[src/rv_isa_pkg.sv]
`default_nettype none

package rv_isa_pkg;

  localparam int xlen = 32;

  typedef logic [xlen-1:0] word_t;
  typedef logic [4:0] reg_idx_t;

  // major opcodes, instruction bits 6:2
  localparam logic [4:0] opc_load   = 5'b00000;
  localparam logic [4:0] opc_store  = 5'b01000;
  localparam logic [4:0] opc_branch = 5'b11000;
  localparam logic [4:0] opc_jal    = 5'b11011;
  localparam logic [4:0] opc_jalr   = 5'b11001;
  localparam logic [4:0] opc_lui    = 5'b01101;
  localparam logic [4:0] opc_auipc  = 5'b00101;
  localparam logic [4:0] opc_op_imm = 5'b00100;
  localparam logic [4:0] opc_op     = 5'b01100;

  // low two bits of every 32-bit encoding
  localparam logic [1:0] len_32 = 2'b11;

  localparam logic [6:0] funct7_base = 7'b0000000;
  localparam logic [6:0] funct7_alt  = 7'b0100000;

  // alu funct3
  localparam logic [2:0] f3_add  = 3'b000;
  localparam logic [2:0] f3_sll  = 3'b001;
  localparam logic [2:0] f3_slt  = 3'b010;
  localparam logic [2:0] f3_sltu = 3'b011;
  localparam logic [2:0] f3_xor  = 3'b100;
  localparam logic [2:0] f3_sr   = 3'b101;
  localparam logic [2:0] f3_or   = 3'b110;
  localparam logic [2:0] f3_and  = 3'b111;

  // branch funct3
  localparam logic [2:0] f3_beq  = 3'b000;
  localparam logic [2:0] f3_bne  = 3'b001;
  localparam logic [2:0] f3_blt  = 3'b100;
  localparam logic [2:0] f3_bge  = 3'b101;
  localparam logic [2:0] f3_bltu = 3'b110;
  localparam logic [2:0] f3_bgeu = 3'b111;

  // load/store width funct3, jalr takes only 000
  localparam logic [2:0] f3_byte  = 3'b000;
  localparam logic [2:0] f3_half  = 3'b001;
  localparam logic [2:0] f3_word  = 3'b010;
  localparam logic [2:0] f3_byteu = 3'b100;
  localparam logic [2:0] f3_halfu = 3'b101;
  localparam logic [2:0] f3_jalr  = 3'b000;

  localparam word_t inst_len = 32'd4;

  typedef struct packed {
    logic [6:0] funct7;
    reg_idx_t   rs2;
    reg_idx_t   rs1;
    logic [2:0] funct3;
    reg_idx_t   rd;
    logic [4:0] opcode;
    logic [1:0] len;
  } r_fmt_t;

  typedef struct packed {
    logic [11:0] imm;
    reg_idx_t    rs1;
    logic [2:0]  funct3;
    reg_idx_t    rd;
    logic [4:0]  opcode;
    logic [1:0]  len;
  } i_fmt_t;

  typedef struct packed {
    logic [6:0] imm_hi;
    reg_idx_t   rs2;
    reg_idx_t   rs1;
    logic [2:0] funct3;
    logic [4:0] imm_lo;
    logic [4:0] opcode;
    logic [1:0] len;
  } s_fmt_t;

  typedef struct packed {
    logic       imm_12;
    logic [5:0] imm_10_5;
    reg_idx_t   rs2;
    reg_idx_t   rs1;
    logic [2:0] funct3;
    logic [3:0] imm_4_1;
    logic       imm_11;
    logic [4:0] opcode;
    logic [1:0] len;
  } b_fmt_t;

  typedef struct packed {
    logic [19:0] imm_31_12;
    reg_idx_t    rd;
    logic [4:0]  opcode;
    logic [1:0]  len;
  } u_fmt_t;

  typedef struct packed {
    logic       imm_20;
    logic [9:0] imm_10_1;
    logic       imm_11;
    logic [7:0] imm_19_12;
    reg_idx_t   rd;
    logic [4:0] opcode;
    logic [1:0] len;
  } j_fmt_t;

  // one instruction word, six views
  typedef union packed {
    r_fmt_t r;
    i_fmt_t i;
    s_fmt_t s;
    b_fmt_t b;
    u_fmt_t u;
    j_fmt_t j;
  } instr_u;

endpackage

`default_nettype wire

[src/decode_pkg.sv]
`default_nettype none

package decode_pkg;

  import rv_isa_pkg::*;

  // operations seen by the executor, branches carry op_none
  typedef enum logic [4:0] {
    op_add,
    op_sub,
    op_sll,
    op_slt,
    op_sltu,
    op_xor,
    op_srl,
    op_sra,
    op_or,
    op_and,
    op_lui,
    op_lb,
    op_lh,
    op_lw,
    op_lbu,
    op_lhu,
    op_sb,
    op_sh,
    op_sw,
    op_none
  } dec_op_e;

  typedef enum logic [2:0] {
    fmt_i,
    fmt_s,
    fmt_b,
    fmt_u,
    fmt_j,
    fmt_none
  } imm_fmt_e;

  // branch condition comes from funct3
  typedef enum logic [2:0] {
    ctrl_seq,
    ctrl_jal,
    ctrl_jalr,
    ctrl_branch
  } ctrl_kind_e;

  typedef struct packed {
    instr_u instr;
    word_t  pc;
  } fetch_t;

  typedef struct packed {
    dec_op_e    op;
    imm_fmt_e   imm_fmt;
    ctrl_kind_e ctrl;
    logic [2:0] funct3;
    reg_idx_t   rd;
    reg_idx_t   rs1;
    reg_idx_t   rs2;
    logic       use_imm;
    logic       shift_imm;
    logic       is_mem;
    logic       valid_instr;
  } class_t;

  typedef struct packed {
    dec_op_e  op;
    reg_idx_t rd;
    word_t    operand_a;
    word_t    operand_b;
    word_t    mem_addr;
    logic     valid_instr;
  } decoded_t;

endpackage

`default_nettype wire

[src/instr_classifier.sv]
`default_nettype none

module instr_classifier
  import rv_isa_pkg::*;
  import decode_pkg::*;
(
  input  instr_u instr,
  output class_t cls
);

  logic [4:0] opcode;
  logic [2:0] funct3;
  logic [6:0] funct7;
  logic       alt_legal;
  logic       needs_f7;
  logic       alu_ok;
  dec_op_e    alu_op;

  assign opcode = instr.r.opcode;
  assign funct3 = instr.r.funct3;
  assign funct7 = instr.r.funct7;

  // funct7 is only checked where it selects something
  assign alt_legal = funct3 == f3_sr || (funct3 == f3_add && opcode == opc_op);
  assign needs_f7  = opcode == opc_op || funct3 == f3_sll || funct3 == f3_sr;
  assign alu_ok    = !needs_f7 || funct7 == funct7_base ||
                     (funct7 == funct7_alt && alt_legal);

  // OP and OP-IMM share the funct3 map
  always_comb begin
    unique case (funct3)
      f3_add:  alu_op = (opcode == opc_op && funct7 == funct7_alt) ? op_sub : op_add;
      f3_sll:  alu_op = op_sll;
      f3_slt:  alu_op = op_slt;
      f3_sltu: alu_op = op_sltu;
      f3_xor:  alu_op = op_xor;
      f3_sr:   alu_op = (funct7 == funct7_alt) ? op_sra : op_srl;
      f3_or:   alu_op = op_or;
      default: alu_op = op_and;
    endcase
  end

  always_comb begin
    cls.op          = op_none;
    cls.imm_fmt     = fmt_none;
    cls.ctrl        = ctrl_seq;
    cls.funct3      = funct3;
    cls.rd          = instr.r.rd;
    cls.rs1         = instr.r.rs1;
    cls.rs2         = instr.r.rs2;
    cls.use_imm     = 1'b0;
    cls.shift_imm   = 1'b0;
    cls.is_mem      = 1'b0;
    cls.valid_instr = 1'b0;

    if (instr.r.len == len_32) begin
      unique case (opcode)
        opc_lui: begin
          cls.op          = op_lui;
          cls.imm_fmt     = fmt_u;
          cls.use_imm     = 1'b1;
          cls.valid_instr = 1'b1;
        end
        opc_auipc: begin
          cls.op          = op_add;
          cls.imm_fmt     = fmt_u;
          cls.use_imm     = 1'b1;
          cls.valid_instr = 1'b1;
        end
        opc_jal: begin
          cls.op          = op_add;
          cls.imm_fmt     = fmt_j;
          cls.ctrl        = ctrl_jal;
          cls.valid_instr = 1'b1;
        end
        opc_jalr: begin
          cls.op          = op_add;
          cls.imm_fmt     = fmt_i;
          cls.ctrl        = ctrl_jalr;
          cls.valid_instr = funct3 == f3_jalr;
        end
        opc_branch: begin
          cls.imm_fmt     = fmt_b;
          cls.ctrl        = ctrl_branch;
          cls.rd          = '0;
          cls.valid_instr = funct3 != 3'b010 && funct3 != 3'b011;
        end
        opc_load: begin
          cls.imm_fmt     = fmt_i;
          cls.is_mem      = 1'b1;
          cls.valid_instr = 1'b1;
          unique case (funct3)
            f3_byte:  cls.op = op_lb;
            f3_half:  cls.op = op_lh;
            f3_word:  cls.op = op_lw;
            f3_byteu: cls.op = op_lbu;
            f3_halfu: cls.op = op_lhu;
            default:  cls.valid_instr = 1'b0;
          endcase
        end
        opc_store: begin
          cls.imm_fmt     = fmt_s;
          cls.is_mem      = 1'b1;
          cls.rd          = '0;
          cls.valid_instr = 1'b1;
          unique case (funct3)
            f3_byte: cls.op = op_sb;
            f3_half: cls.op = op_sh;
            f3_word: cls.op = op_sw;
            default: cls.valid_instr = 1'b0;
          endcase
        end
        opc_op_imm: begin
          cls.op          = alu_op;
          cls.imm_fmt     = fmt_i;
          cls.use_imm     = 1'b1;
          cls.shift_imm   = funct3 == f3_sll || funct3 == f3_sr;
          cls.valid_instr = alu_ok;
        end
        opc_op: begin
          cls.op          = alu_op;
          cls.valid_instr = alu_ok;
        end
        default: cls.valid_instr = 1'b0;
      endcase
    end

    // anything unlisted leaves as a sequential no-op
    if (!cls.valid_instr) begin
      cls.op        = op_none;
      cls.imm_fmt   = fmt_none;
      cls.ctrl      = ctrl_seq;
      cls.rd        = '0;
      cls.use_imm   = 1'b0;
      cls.shift_imm = 1'b0;
      cls.is_mem    = 1'b0;
    end
  end

endmodule

`default_nettype wire

[src/imm_gen.sv]
`default_nettype none

module imm_gen
  import rv_isa_pkg::*;
  import decode_pkg::*;
(
  input  instr_u   instr,
  input  imm_fmt_e fmt,
  input  logic     shift_imm,
  output word_t    imm
);

  word_t fmt_imm;

  always_comb begin
    unique case (fmt)
      fmt_i: fmt_imm = {{20{instr.i.imm[11]}}, instr.i.imm};
      fmt_s: fmt_imm = {{20{instr.s.imm_hi[6]}}, instr.s.imm_hi, instr.s.imm_lo};
      fmt_b: begin
        fmt_imm = {{19{instr.b.imm_12}}, instr.b.imm_12, instr.b.imm_11,
                   instr.b.imm_10_5, instr.b.imm_4_1, 1'b0};
      end
      fmt_u: fmt_imm = {instr.u.imm_31_12, 12'b0};
      fmt_j: begin
        fmt_imm = {{11{instr.j.imm_20}}, instr.j.imm_20, instr.j.imm_19_12,
                   instr.j.imm_11, instr.j.imm_10_1, 1'b0};
      end
      default: fmt_imm = '0;
    endcase
  end

  // shamt sits in the low five bits of the I immediate
  assign imm = shift_imm ? {27'b0, instr.i.imm[4:0]} : fmt_imm;

endmodule

`default_nettype wire

[src/branch_unit.sv]
`default_nettype none

module branch_unit
  import rv_isa_pkg::*;
  import decode_pkg::*;
(
  input  word_t      fetch_pc,
  input  ctrl_kind_e ctrl,
  input  logic [2:0] funct3,
  input  word_t      imm,
  input  word_t      reg_rs1,
  input  word_t      reg_rs2,
  output word_t      target_pc
);

  word_t seq_pc;
  word_t rel_pc;
  word_t jalr_sum;
  logic  taken;

  assign seq_pc   = fetch_pc + inst_len;
  assign rel_pc   = fetch_pc + imm;
  assign jalr_sum = reg_rs1 + imm;

  always_comb begin
    unique case (funct3)
      f3_beq:  taken = reg_rs1 == reg_rs2;
      f3_bne:  taken = reg_rs1 != reg_rs2;
      f3_blt:  taken = $signed(reg_rs1) < $signed(reg_rs2);
      f3_bge:  taken = $signed(reg_rs1) >= $signed(reg_rs2);
      f3_bltu: taken = reg_rs1 < reg_rs2;
      f3_bgeu: taken = reg_rs1 >= reg_rs2;
      default: taken = 1'b0;
    endcase
  end

  always_comb begin
    unique case (ctrl)
      ctrl_jal:    target_pc = rel_pc;
      // jalr drops bit 0 of the sum
      ctrl_jalr:   target_pc = {jalr_sum[xlen-1:1], 1'b0};
      ctrl_branch: target_pc = taken ? rel_pc : seq_pc;
      default:     target_pc = seq_pc;
    endcase
  end

endmodule

`default_nettype wire

[src/decode_stage_reg.sv]
`default_nettype none

module decode_stage_reg
  import rv_isa_pkg::*;
  import decode_pkg::*;
(
  input  logic     clk,
  input  logic     reset,
  input  logic     fetch_valid,
  output logic     fetch_ready,
  input  word_t    fetch_pc,
  input  class_t   cls,
  input  word_t    imm,
  input  word_t    reg_rs1,
  input  word_t    reg_rs2,
  input  word_t    target_pc,
  output logic     dec_valid,
  input  logic     exec_ready,
  output decoded_t dec,
  output word_t    next_pc
);

  logic  accept;
  logic  is_jump;
  word_t operand_a;
  word_t operand_b;
  word_t mem_addr;

  // the held item may leave in the same cycle a new one enters
  assign fetch_ready = !dec_valid || exec_ready;
  assign accept      = fetch_valid && fetch_ready;
  assign is_jump     = cls.ctrl == ctrl_jal || cls.ctrl == ctrl_jalr;

  always_comb begin
    operand_a = reg_rs1;
    operand_b = cls.use_imm ? imm : reg_rs2;
    if (!cls.valid_instr || cls.ctrl == ctrl_branch) begin
      operand_a = '0;
      operand_b = '0;
    end else if (is_jump) begin
      // link value pc + 4
      operand_a = fetch_pc;
      operand_b = inst_len;
    end else if (cls.op == op_lui) begin
      operand_a = '0;
    end else if (cls.imm_fmt == fmt_u) begin
      // auipc
      operand_a = fetch_pc;
    end
  end

  assign mem_addr = cls.is_mem ? reg_rs1 + imm : '0;

  always_ff @(posedge clk) begin
    if (reset) begin
      dec_valid <= 1'b0;
      next_pc   <= '0;
    end else begin
      if (fetch_ready) begin
        dec_valid <= fetch_valid;
      end
      if (accept) begin
        next_pc <= target_pc;
      end
    end
  end

  always_ff @(posedge clk) begin
    if (accept) begin
      dec.op          <= cls.op;
      dec.rd          <= cls.rd;
      dec.operand_a   <= operand_a;
      dec.operand_b   <= operand_b;
      dec.mem_addr    <= mem_addr;
      dec.valid_instr <= cls.valid_instr;
    end
  end

endmodule

`default_nettype wire

[src/rv32_decoder.sv]
`default_nettype none

module rv32_decoder
  import rv_isa_pkg::*;
  import decode_pkg::*;
(
  input  logic     clk,
  input  logic     reset,
  input  logic     fetch_valid,
  output logic     fetch_ready,
  input  fetch_t   fetch,
  output reg_idx_t rs1,
  output reg_idx_t rs2,
  input  word_t    reg_rs1,
  input  word_t    reg_rs2,
  output logic     dec_valid,
  input  logic     exec_ready,
  output decoded_t dec,
  output word_t    next_pc
);

  class_t cls;
  word_t  imm;
  word_t  target_pc;

  // register file reads go straight out
  assign rs1 = cls.rs1;
  assign rs2 = cls.rs2;

  instr_classifier u_classifier (
    .instr (fetch.instr),
    .cls   (cls)
  );

  imm_gen u_imm_gen (
    .instr     (fetch.instr),
    .fmt       (cls.imm_fmt),
    .shift_imm (cls.shift_imm),
    .imm       (imm)
  );

  branch_unit u_branch_unit (
    .fetch_pc  (fetch.pc),
    .ctrl      (cls.ctrl),
    .funct3    (cls.funct3),
    .imm       (imm),
    .reg_rs1   (reg_rs1),
    .reg_rs2   (reg_rs2),
    .target_pc (target_pc)
  );

  decode_stage_reg u_stage (
    .clk         (clk),
    .reset       (reset),
    .fetch_valid (fetch_valid),
    .fetch_ready (fetch_ready),
    .fetch_pc    (fetch.pc),
    .cls         (cls),
    .imm         (imm),
    .reg_rs1     (reg_rs1),
    .reg_rs2     (reg_rs2),
    .target_pc   (target_pc),
    .dec_valid   (dec_valid),
    .exec_ready  (exec_ready),
    .dec         (dec),
    .next_pc     (next_pc)
  );

endmodule

`default_nettype wire

[config.mk]
export PLATFORM = sky130hd
export DESIGN_NAME = rv32_decoder
export DESIGN_NICKNAME = d
export VERILOG_FILES = /design/src/rv_isa_pkg.sv /design/src/decode_pkg.sv /design/src/instr_classifier.sv /design/src/imm_gen.sv /design/src/branch_unit.sv /design/src/decode_stage_reg.sv /design/src/rv32_decoder.sv
export SDC_FILE = /design/constraint.sdc
export NUM_CORES = 1
export LEC_CHECK = 0
export BUFFER_PORTS_ARGS = -buffer_cell sky130_fd_sc_hd__clkbuf_2
export CAP_MARGIN = 20
export CORE_ASPECT_RATIO = 1.2
export CORE_UTILIZATION = 39
export CTS_CLUSTER_SIZE = 14
export DETAILED_ROUTE_END_ITERATION = 6
export HOLD_SLACK_MARGIN = 0.03
export PLACE_DENSITY = 0.67
export REMOVE_ABC_BUFFERS = 1
export SYNTH_ARGS = -nofsm -noshare
export SYNTH_HDL_FRONTEND = slang
export SYNTH_HIERARCHICAL = 1
export SYNTH_SLANG_ARGS = --single-unit
[constraint.sdc]
create_clock -name clk -period 5.3 [get_ports clk]
set_input_delay 0.53 -clock clk [delete_from_list [all_inputs] [get_ports clk]]
set_output_delay 0.53 -clock clk [all_outputs]
set_load 0.02 [all_outputs]
==> metrics.txt, run 1 <==
Port Buffer Count 282; commonest non-fill, non-tap cells in the layout clkbuf_2, buf_4, nand2_1; Post-Syn Instances 1634; Area contributors post-synth edfxtp_1, ha_1, a21oi_1; Setup-failing EPs final 0; synthesized area per cell 8.38 µm²; cell taking the most area after synthesis edfxtp_1; Starting Density 0.400; CP max FO 10; CP required 5.68 ns; clock skew 0.0225 ns; Max Cap Viol 0; register area share after synthesis 0.283; root buffer cell clkbuf_16; synth warn 6; pin count of the biggest net entering global routing 140; Yosys top cell area share 0.235; Die Wd 173 µm; chip height 207 µm; Min-Delay Path Class input pin to flip-flop; Netlist Area Pre-Place 0.0137 mm²; WL per Instance 21.4 µm; grt ovf 0; Util after Layout 0.521; gpl congestion 1.05; CP startpoint kind input pin; vias per cell 5.76; met2 layer usage reported by global route 0.505; CP Capture Type flip-flop; Worst-Margin Slew 0.838 ns; die footprint 0.0359 mm²; Post-synth EDFFs 107; Filler cells 3378; crit path DAT 5.49 ns; initial drt markers 1162; Slowest-stage cell, CP or4_1; post-detail-place hpwl 44.6 mm; initial antenna violation count 1; min Tclk post-route 5.11 ns; Bufs on Longest Clock Path 2; status finished clean; synthesis-to-layout area growth 30.4%; vias in the first global route 14454; GR peak layer met2; vias 14783; Distinct cells, synth 92; IO Count 283; CTS Sinks 140; Final Max Slew Viols 0; final hold slack 0.309 ns; final hold violation count 0; Power Density 186 mW/mm²; CTS tree built; M3 GR Usage 0.0559; GRT Total Usage 0.303; DRT Wirelength 54.9 mm; WS Path Type input pin to flip-flop; slowest stage delay, CP 0.54 ns; fin crit share 0.964; Slew Limit Headroom 0.442; DRC errors left 0; Final nets 2358; first-pass GRT wire length 83.2 mm; most common library cell in the layout ignoring fill and taps clkbuf_2; Top FF cell, synth edfxtp_1; Core ar. 0.0343 mm²; post-synthesis sequential element count 140; worst-skew pair later-pin latency 0.48 ns; maximum clock frequency 196 MHz; H-tree depth 4; LEAKAGE 8.08 nW; ANT nets after route 0; share of flip-flops with an asynchronous set or reset 0; Clock transition at path regs 0.06 ns; CP Cell Sequence buf_2 > nor4b_4 > nand3_1 > buf_4 > o22ai_2 > nor2_2 > or4_1 > buf_4 > xnor2_1 > nor3_2 > a22o_1 > ha_1 > buf_4 > a21oi_1 > o22ai_1 > a211o_1 > a2111o_1 > nand3_2 > a21oi_1 > or3_1 > o311ai_0 > a221o_1 > nand2_1 > a21oi_1; DR pass1 iterations 7; share of cells above drive strength 1 0.288; met1 global-route usage 0.363; CTS buffer count 17; row count 74; VDD IR max 160 µV; hold buffers post-CTS 0
[sequential cells by signal (all words and copies together) (netlist names)]
name / cells
u_stage/dec: 107
u_stage/dec_valid: 1
u_stage/next_pc: 32
[per-stage QoR]
step                      setup WS [ns]  cell area [µm²]  power, mW  cells  setup TNS, ns
final                             0.188            17900       3.32   2568              0
after global routing            -0.0490            17900       3.45   2568        -0.0490
after CTS                         0.100            17700       3.34   2566              0
after detailed placement         -0.378            17200       2.10   2534          -3.76
after global placement           -0.276            17200       2.09   2534          -2.48
after floorplan                   -4.01            13300       1.71   1553        -129.33
[layout make-up]
class	count	area (µm²)	area share
multi-input combinational	1345	9290	0.520
sequential	140	3870	0.217
timing repair buffer	526	3280	0.184
tap	456	571	0.0320
clock buffer	17	425	0.0238
inverter	68	258	0.0144
clock inverter	15	154	0.00862
antenna	1	2.50	0.000140
[layer usage]
| layer | part of all wire | up-vias |
|---|---|---|
| met3 | 0.066 | 145 |
| met5 | 0 | - |
| li1 | - | 6992 |
| met2 | 0.47 | 669 |
| met1 | 0.41 | 6977 |
| met4 | 0.057 | 0 |
[timing repair]
action	4_1_cts	5_1_grt
buffers inserted	0	1
setup endpoints to repair	0	14
endpoints found under the hold margin	0	0
resized for setup	0	20
[synth_stat cells (6+ instances only)]
master,n
a211o_1,9
and3_1,16
xnor2_1,55
inv_1,68
o21a_1,18
clkbuf_1,43
o21ai_0,68
or2_2,6
nor4_1,9
o21bai_1,16
mux2i_1,72
xor2_1,41
dfxtp_1,33
buf_2,12
a31oi_1,18
and2_1,17
a22o_1,6
ha_1,125
nor3_1,29
nand2_1,174
a211oi_1,12
buf_4,17
a21o_1,41
o31a_1,9
edfxtp_1,107
o221ai_1,20
and4_1,6
nor2_1,150
o211ai_1,25
or3_1,13
nor2b_1,12
nand3b_1,15
nand2b_1,17
a21oi_1,147
nor4b_1,10
nand4_1,25
nand3_1,57
[power by group]
part | internal, mW | switching [mW] | total, mW
logic | 0.314 | 0.519 | 0.833
clock network | 0.661 | 0.566 | 1.23
registers | 1.24 | 0.0214 | 1.26
total | 2.22 | 1.11 | 3.32
[kinds of logic after synthesis]
family,after synthesis,share of synthesized area
DFF,140,0.283
and+or+nand+nor,587,0.211
adders and majority gates,129,0.119
xor gates and xnor gates,96,0.0614
buffers and inverters,149,0.0484
other,1,0.000274
AOI/OAI and AO/OA,460,0.224
muxes,72,0.0527
[critical path, delay by kind of cell]
| kind | cells | cell delay [ns] |
|---|---|---|
| simple gates | 8 | 1.86 |
| xor+xnor | 1 | 0.16 |
| compound gates | 10 | 1.99 |
| fa+ha+maj | 1 | 0.25 |
| buf+inv | 4 | 0.69 |
[final timing paths]
kind | startpoint | to | slack (ns) | depth (start not counted)
max | fetch[38] | u_stage/next_pc[29] | 0.19 | 24
min | fetch_valid | u_stage/dec_valid | 0.31 | 3
max reg2reg | u_stage/dec_valid | u_stage/next_pc[6] | 3.43 | 7
min reg2reg | u_stage/next_pc[4] | u_stage/next_pc[4] | 0.46 | 2
Power figures use the tool's default switching activity.
==> run 2, diff against run 1 <==
ABC_AREA = 1   (was default)
==> run 2 against run 1 <==
Routed wire length increased by 16%. Register-to-register slack improved by 0.25 ns. Die area increased by 14%. Cell count increased by 28%. Critical endpoint is now u_stage/next_pc[30]. Non-clock buffer count decreased by 193. Clock skew decreased by 0.0088 ns. Setup slack improved by 0.20 ns. Largest power group unchanged. Core utilization decreased by 5.9 points. Worst hold slack improved by 0.057 ns.
==> metrics.txt, run 2 <==
Top FF cell, synth edfxtp_1; final setup TNS 0 ns; CP required 5.62 ns; met2 layer usage reported by global route 0.532; Worst-Margin Slew 1.08 ns; vias 17669; Util after Layout 0.462; initial drt markers 1428; Slew Limit Headroom 0.275; CTS Sinks 140; GR peak layer met2; LEAKAGE 9.59 nW; Int Pwr 2.16 mW; Min-Delay Path Class input pin to flip-flop; Port Buffer Count 282; Clock transition at path regs 0.07 ns; chip height 221 µm; Most flops, register u_stage/dec; DRT Wirelength 63.9 mm; share of flip-flops with an asynchronous set or reset 0; die footprint 0.0409 mm²; min Tclk post-route 4.91 ns; CTS buffer count 17; synthesis-to-layout area growth 17.1%; CP Capture Type flip-flop; initial antenna violation count 0; sequential power share 0.390; Die Wd 185 µm; gpl congestion 0.992; grt ovf 0; Post-synth EDFFs 107; max reg flops 107; ANT nets after route 0; Final nets 3010; vias in the first global route 16688; crit path DAT 5.23 ns; clock skew 0.0137 ns; Post-synth top cells nand2_1, inv_1, nor2_1, a21oi_1, nand3_1; Placement Cell Area 0.0177 mm²; M3 GR Usage 0.0477; RSZ-0062 raised after global routing no; Post-CTS Setup Inserts 0; WS Path Type input pin to flip-flop; fin crit share 0.926; Max Cap Viol 0; Netlist Area Pre-Place 0.0156 mm²; register area share after synthesis 0.248; Top Registers u_stage/dec: 107 flops, u_stage/next_pc: 32 flops, u_stage/dec_valid: 1 flops; slowest stage delay, CP 0.52 ns; DRC errors left 0; WL per Instance 19.4 µm; Setup-failing EPs final 0; synthesized area per cell 6.34 µm²; CP startpoint kind input pin; Area contributors post-synth edfxtp_1, nand2_1, ha_1; Starting Density 0.395; CP most frequent cell nand2_1; CTS tree built; GRT Total Usage 0.311; most frequent cell after synthesis nand2_1; maximum clock frequency 204 MHz; Power Density 176 mW/mm²; switching power 1.07 mW; root buffer cell clkbuf_16; post-detail-place hpwl 52.7 mm; Post-Syn Instances 2465; Final Max Slew Viols 0; Core ar. 0.0396 mm²; status finished clean; Clock power frac 0.368; first-pass GRT wire length 95.1 mm; most common library cell in the layout ignoring fill and taps nand2_1; post-synthesis sequential element count 140; post-route cell area 0.0183 mm²; cell taking the most area after synthesis edfxtp_1; Bufs on Longest Clock Path 2; IO Count 283; CP max FO 19; Yosys top cell area share 0.205; pin count of the biggest net entering global routing 140; commonest non-fill, non-tap cells in the layout nand2_1, inv_1, clkbuf_2; cts repair resizes 0; vias per cell 5.36; row count 80; VDD IR max 228 µV; worst-skew pair later-pin latency 0.47 ns; Slowest-stage cell, CP nor4_1; final hold violation count 0; switch share 0.331; n_diodes 0; H-tree depth 4; share of cells above drive strength 1 0.165; Distinct cells, synth 55; hold buffers post-CTS 0; Filler cells 4276; met1 global-route usage 0.382; synth warn 6; DR pass1 iterations 7; share of power burned in combinational logic 0.242
[run 2: worst paths after layout]
path / to / from / depth (start not counted) / slack (ns)
worst max-delay path: u_stage/next_pc[30] / fetch[38] / 29 / 0.39
worst min-delay path: u_stage/dec_valid / exec_ready / 4 / 0.37
worst max register to register: u_stage/dec[37] / u_stage/dec_valid / 4 / 3.68
worst min register to register: u_stage/next_pc[5] / u_stage/next_pc[5] / 2 / 0.47
[run 2: power groups by stage]
stage | Sequential [mW] | Clock, mW | Combinational (mW)
after floorplan | 1.35 | 0 | 0.373
after global placement | 1.28 | 0 | 0.761
after detailed placement | 1.28 | 0 | 0.766
after CTS | 1.26 | 1.22 | 0.770
after global routing | 1.26 | 1.24 | 0.850
final | 1.26 | 1.19 | 0.780
[run 2: kinds of logic after synthesis]
kind of cell,after synthesis,synth area share
compound gates,357,0.126
fa+ha+maj,128,0.104
simple gates,1384,0.388
other cells,1,0.000240
xor+xnor,49,0.0274
flops,140,0.248
buf+inv,406,0.107
[run 2: cell type report]
| type | count | area [µm²] | area share |
|---|---|---|---|
| multi-input cells | 1919 | 10100 | 0.552 |
| flip-flops and latches | 140 | 3870 | 0.212 |
| repair buffers | 333 | 1830 | 0.0998 |
| inverters | 339 | 1270 | 0.0696 |
| well taps | 533 | 667 | 0.0364 |
| clock buffers | 20 | 437 | 0.0239 |
| clock inverters | 11 | 123 | 0.00670 |
[run 2: per-stage QoR]
step / worst slack [ns] / power (mW) / cells / hold slack [ns]
after floorplan: 0.906 / 1.73 / 2398 / 0.539
after global placement: 0.0741 / 2.04 / 3263 / 0.454
after detailed placement: 0.0737 / 2.05 / 3263 / 0.457
after CTS: 0.563 / 3.25 / 3294 / 0.326
after global routing: 0.189 / 3.36 / 3295 / 0.394
final: 0.392 / 3.22 / 3295 / 0.366
[run 2: layer usage]
metal / vias up / wire [µm]
met3: 134 / 4100
met4: 0 / 2730
met1: 8152 / 26400
li1: 8659 / -
met5: - / 0
met2: 724 / 30700
[run 2: worst max-delay path: cells and delay by family]
family / cells / cell delay (ns)
simple gates: 23 / 3.54
fa+ha+maj: 1 / 0.48
buf+inv: 3 / 0.36
xor+xnor: 1 / 0.22
compound gates: 1 / 0.07
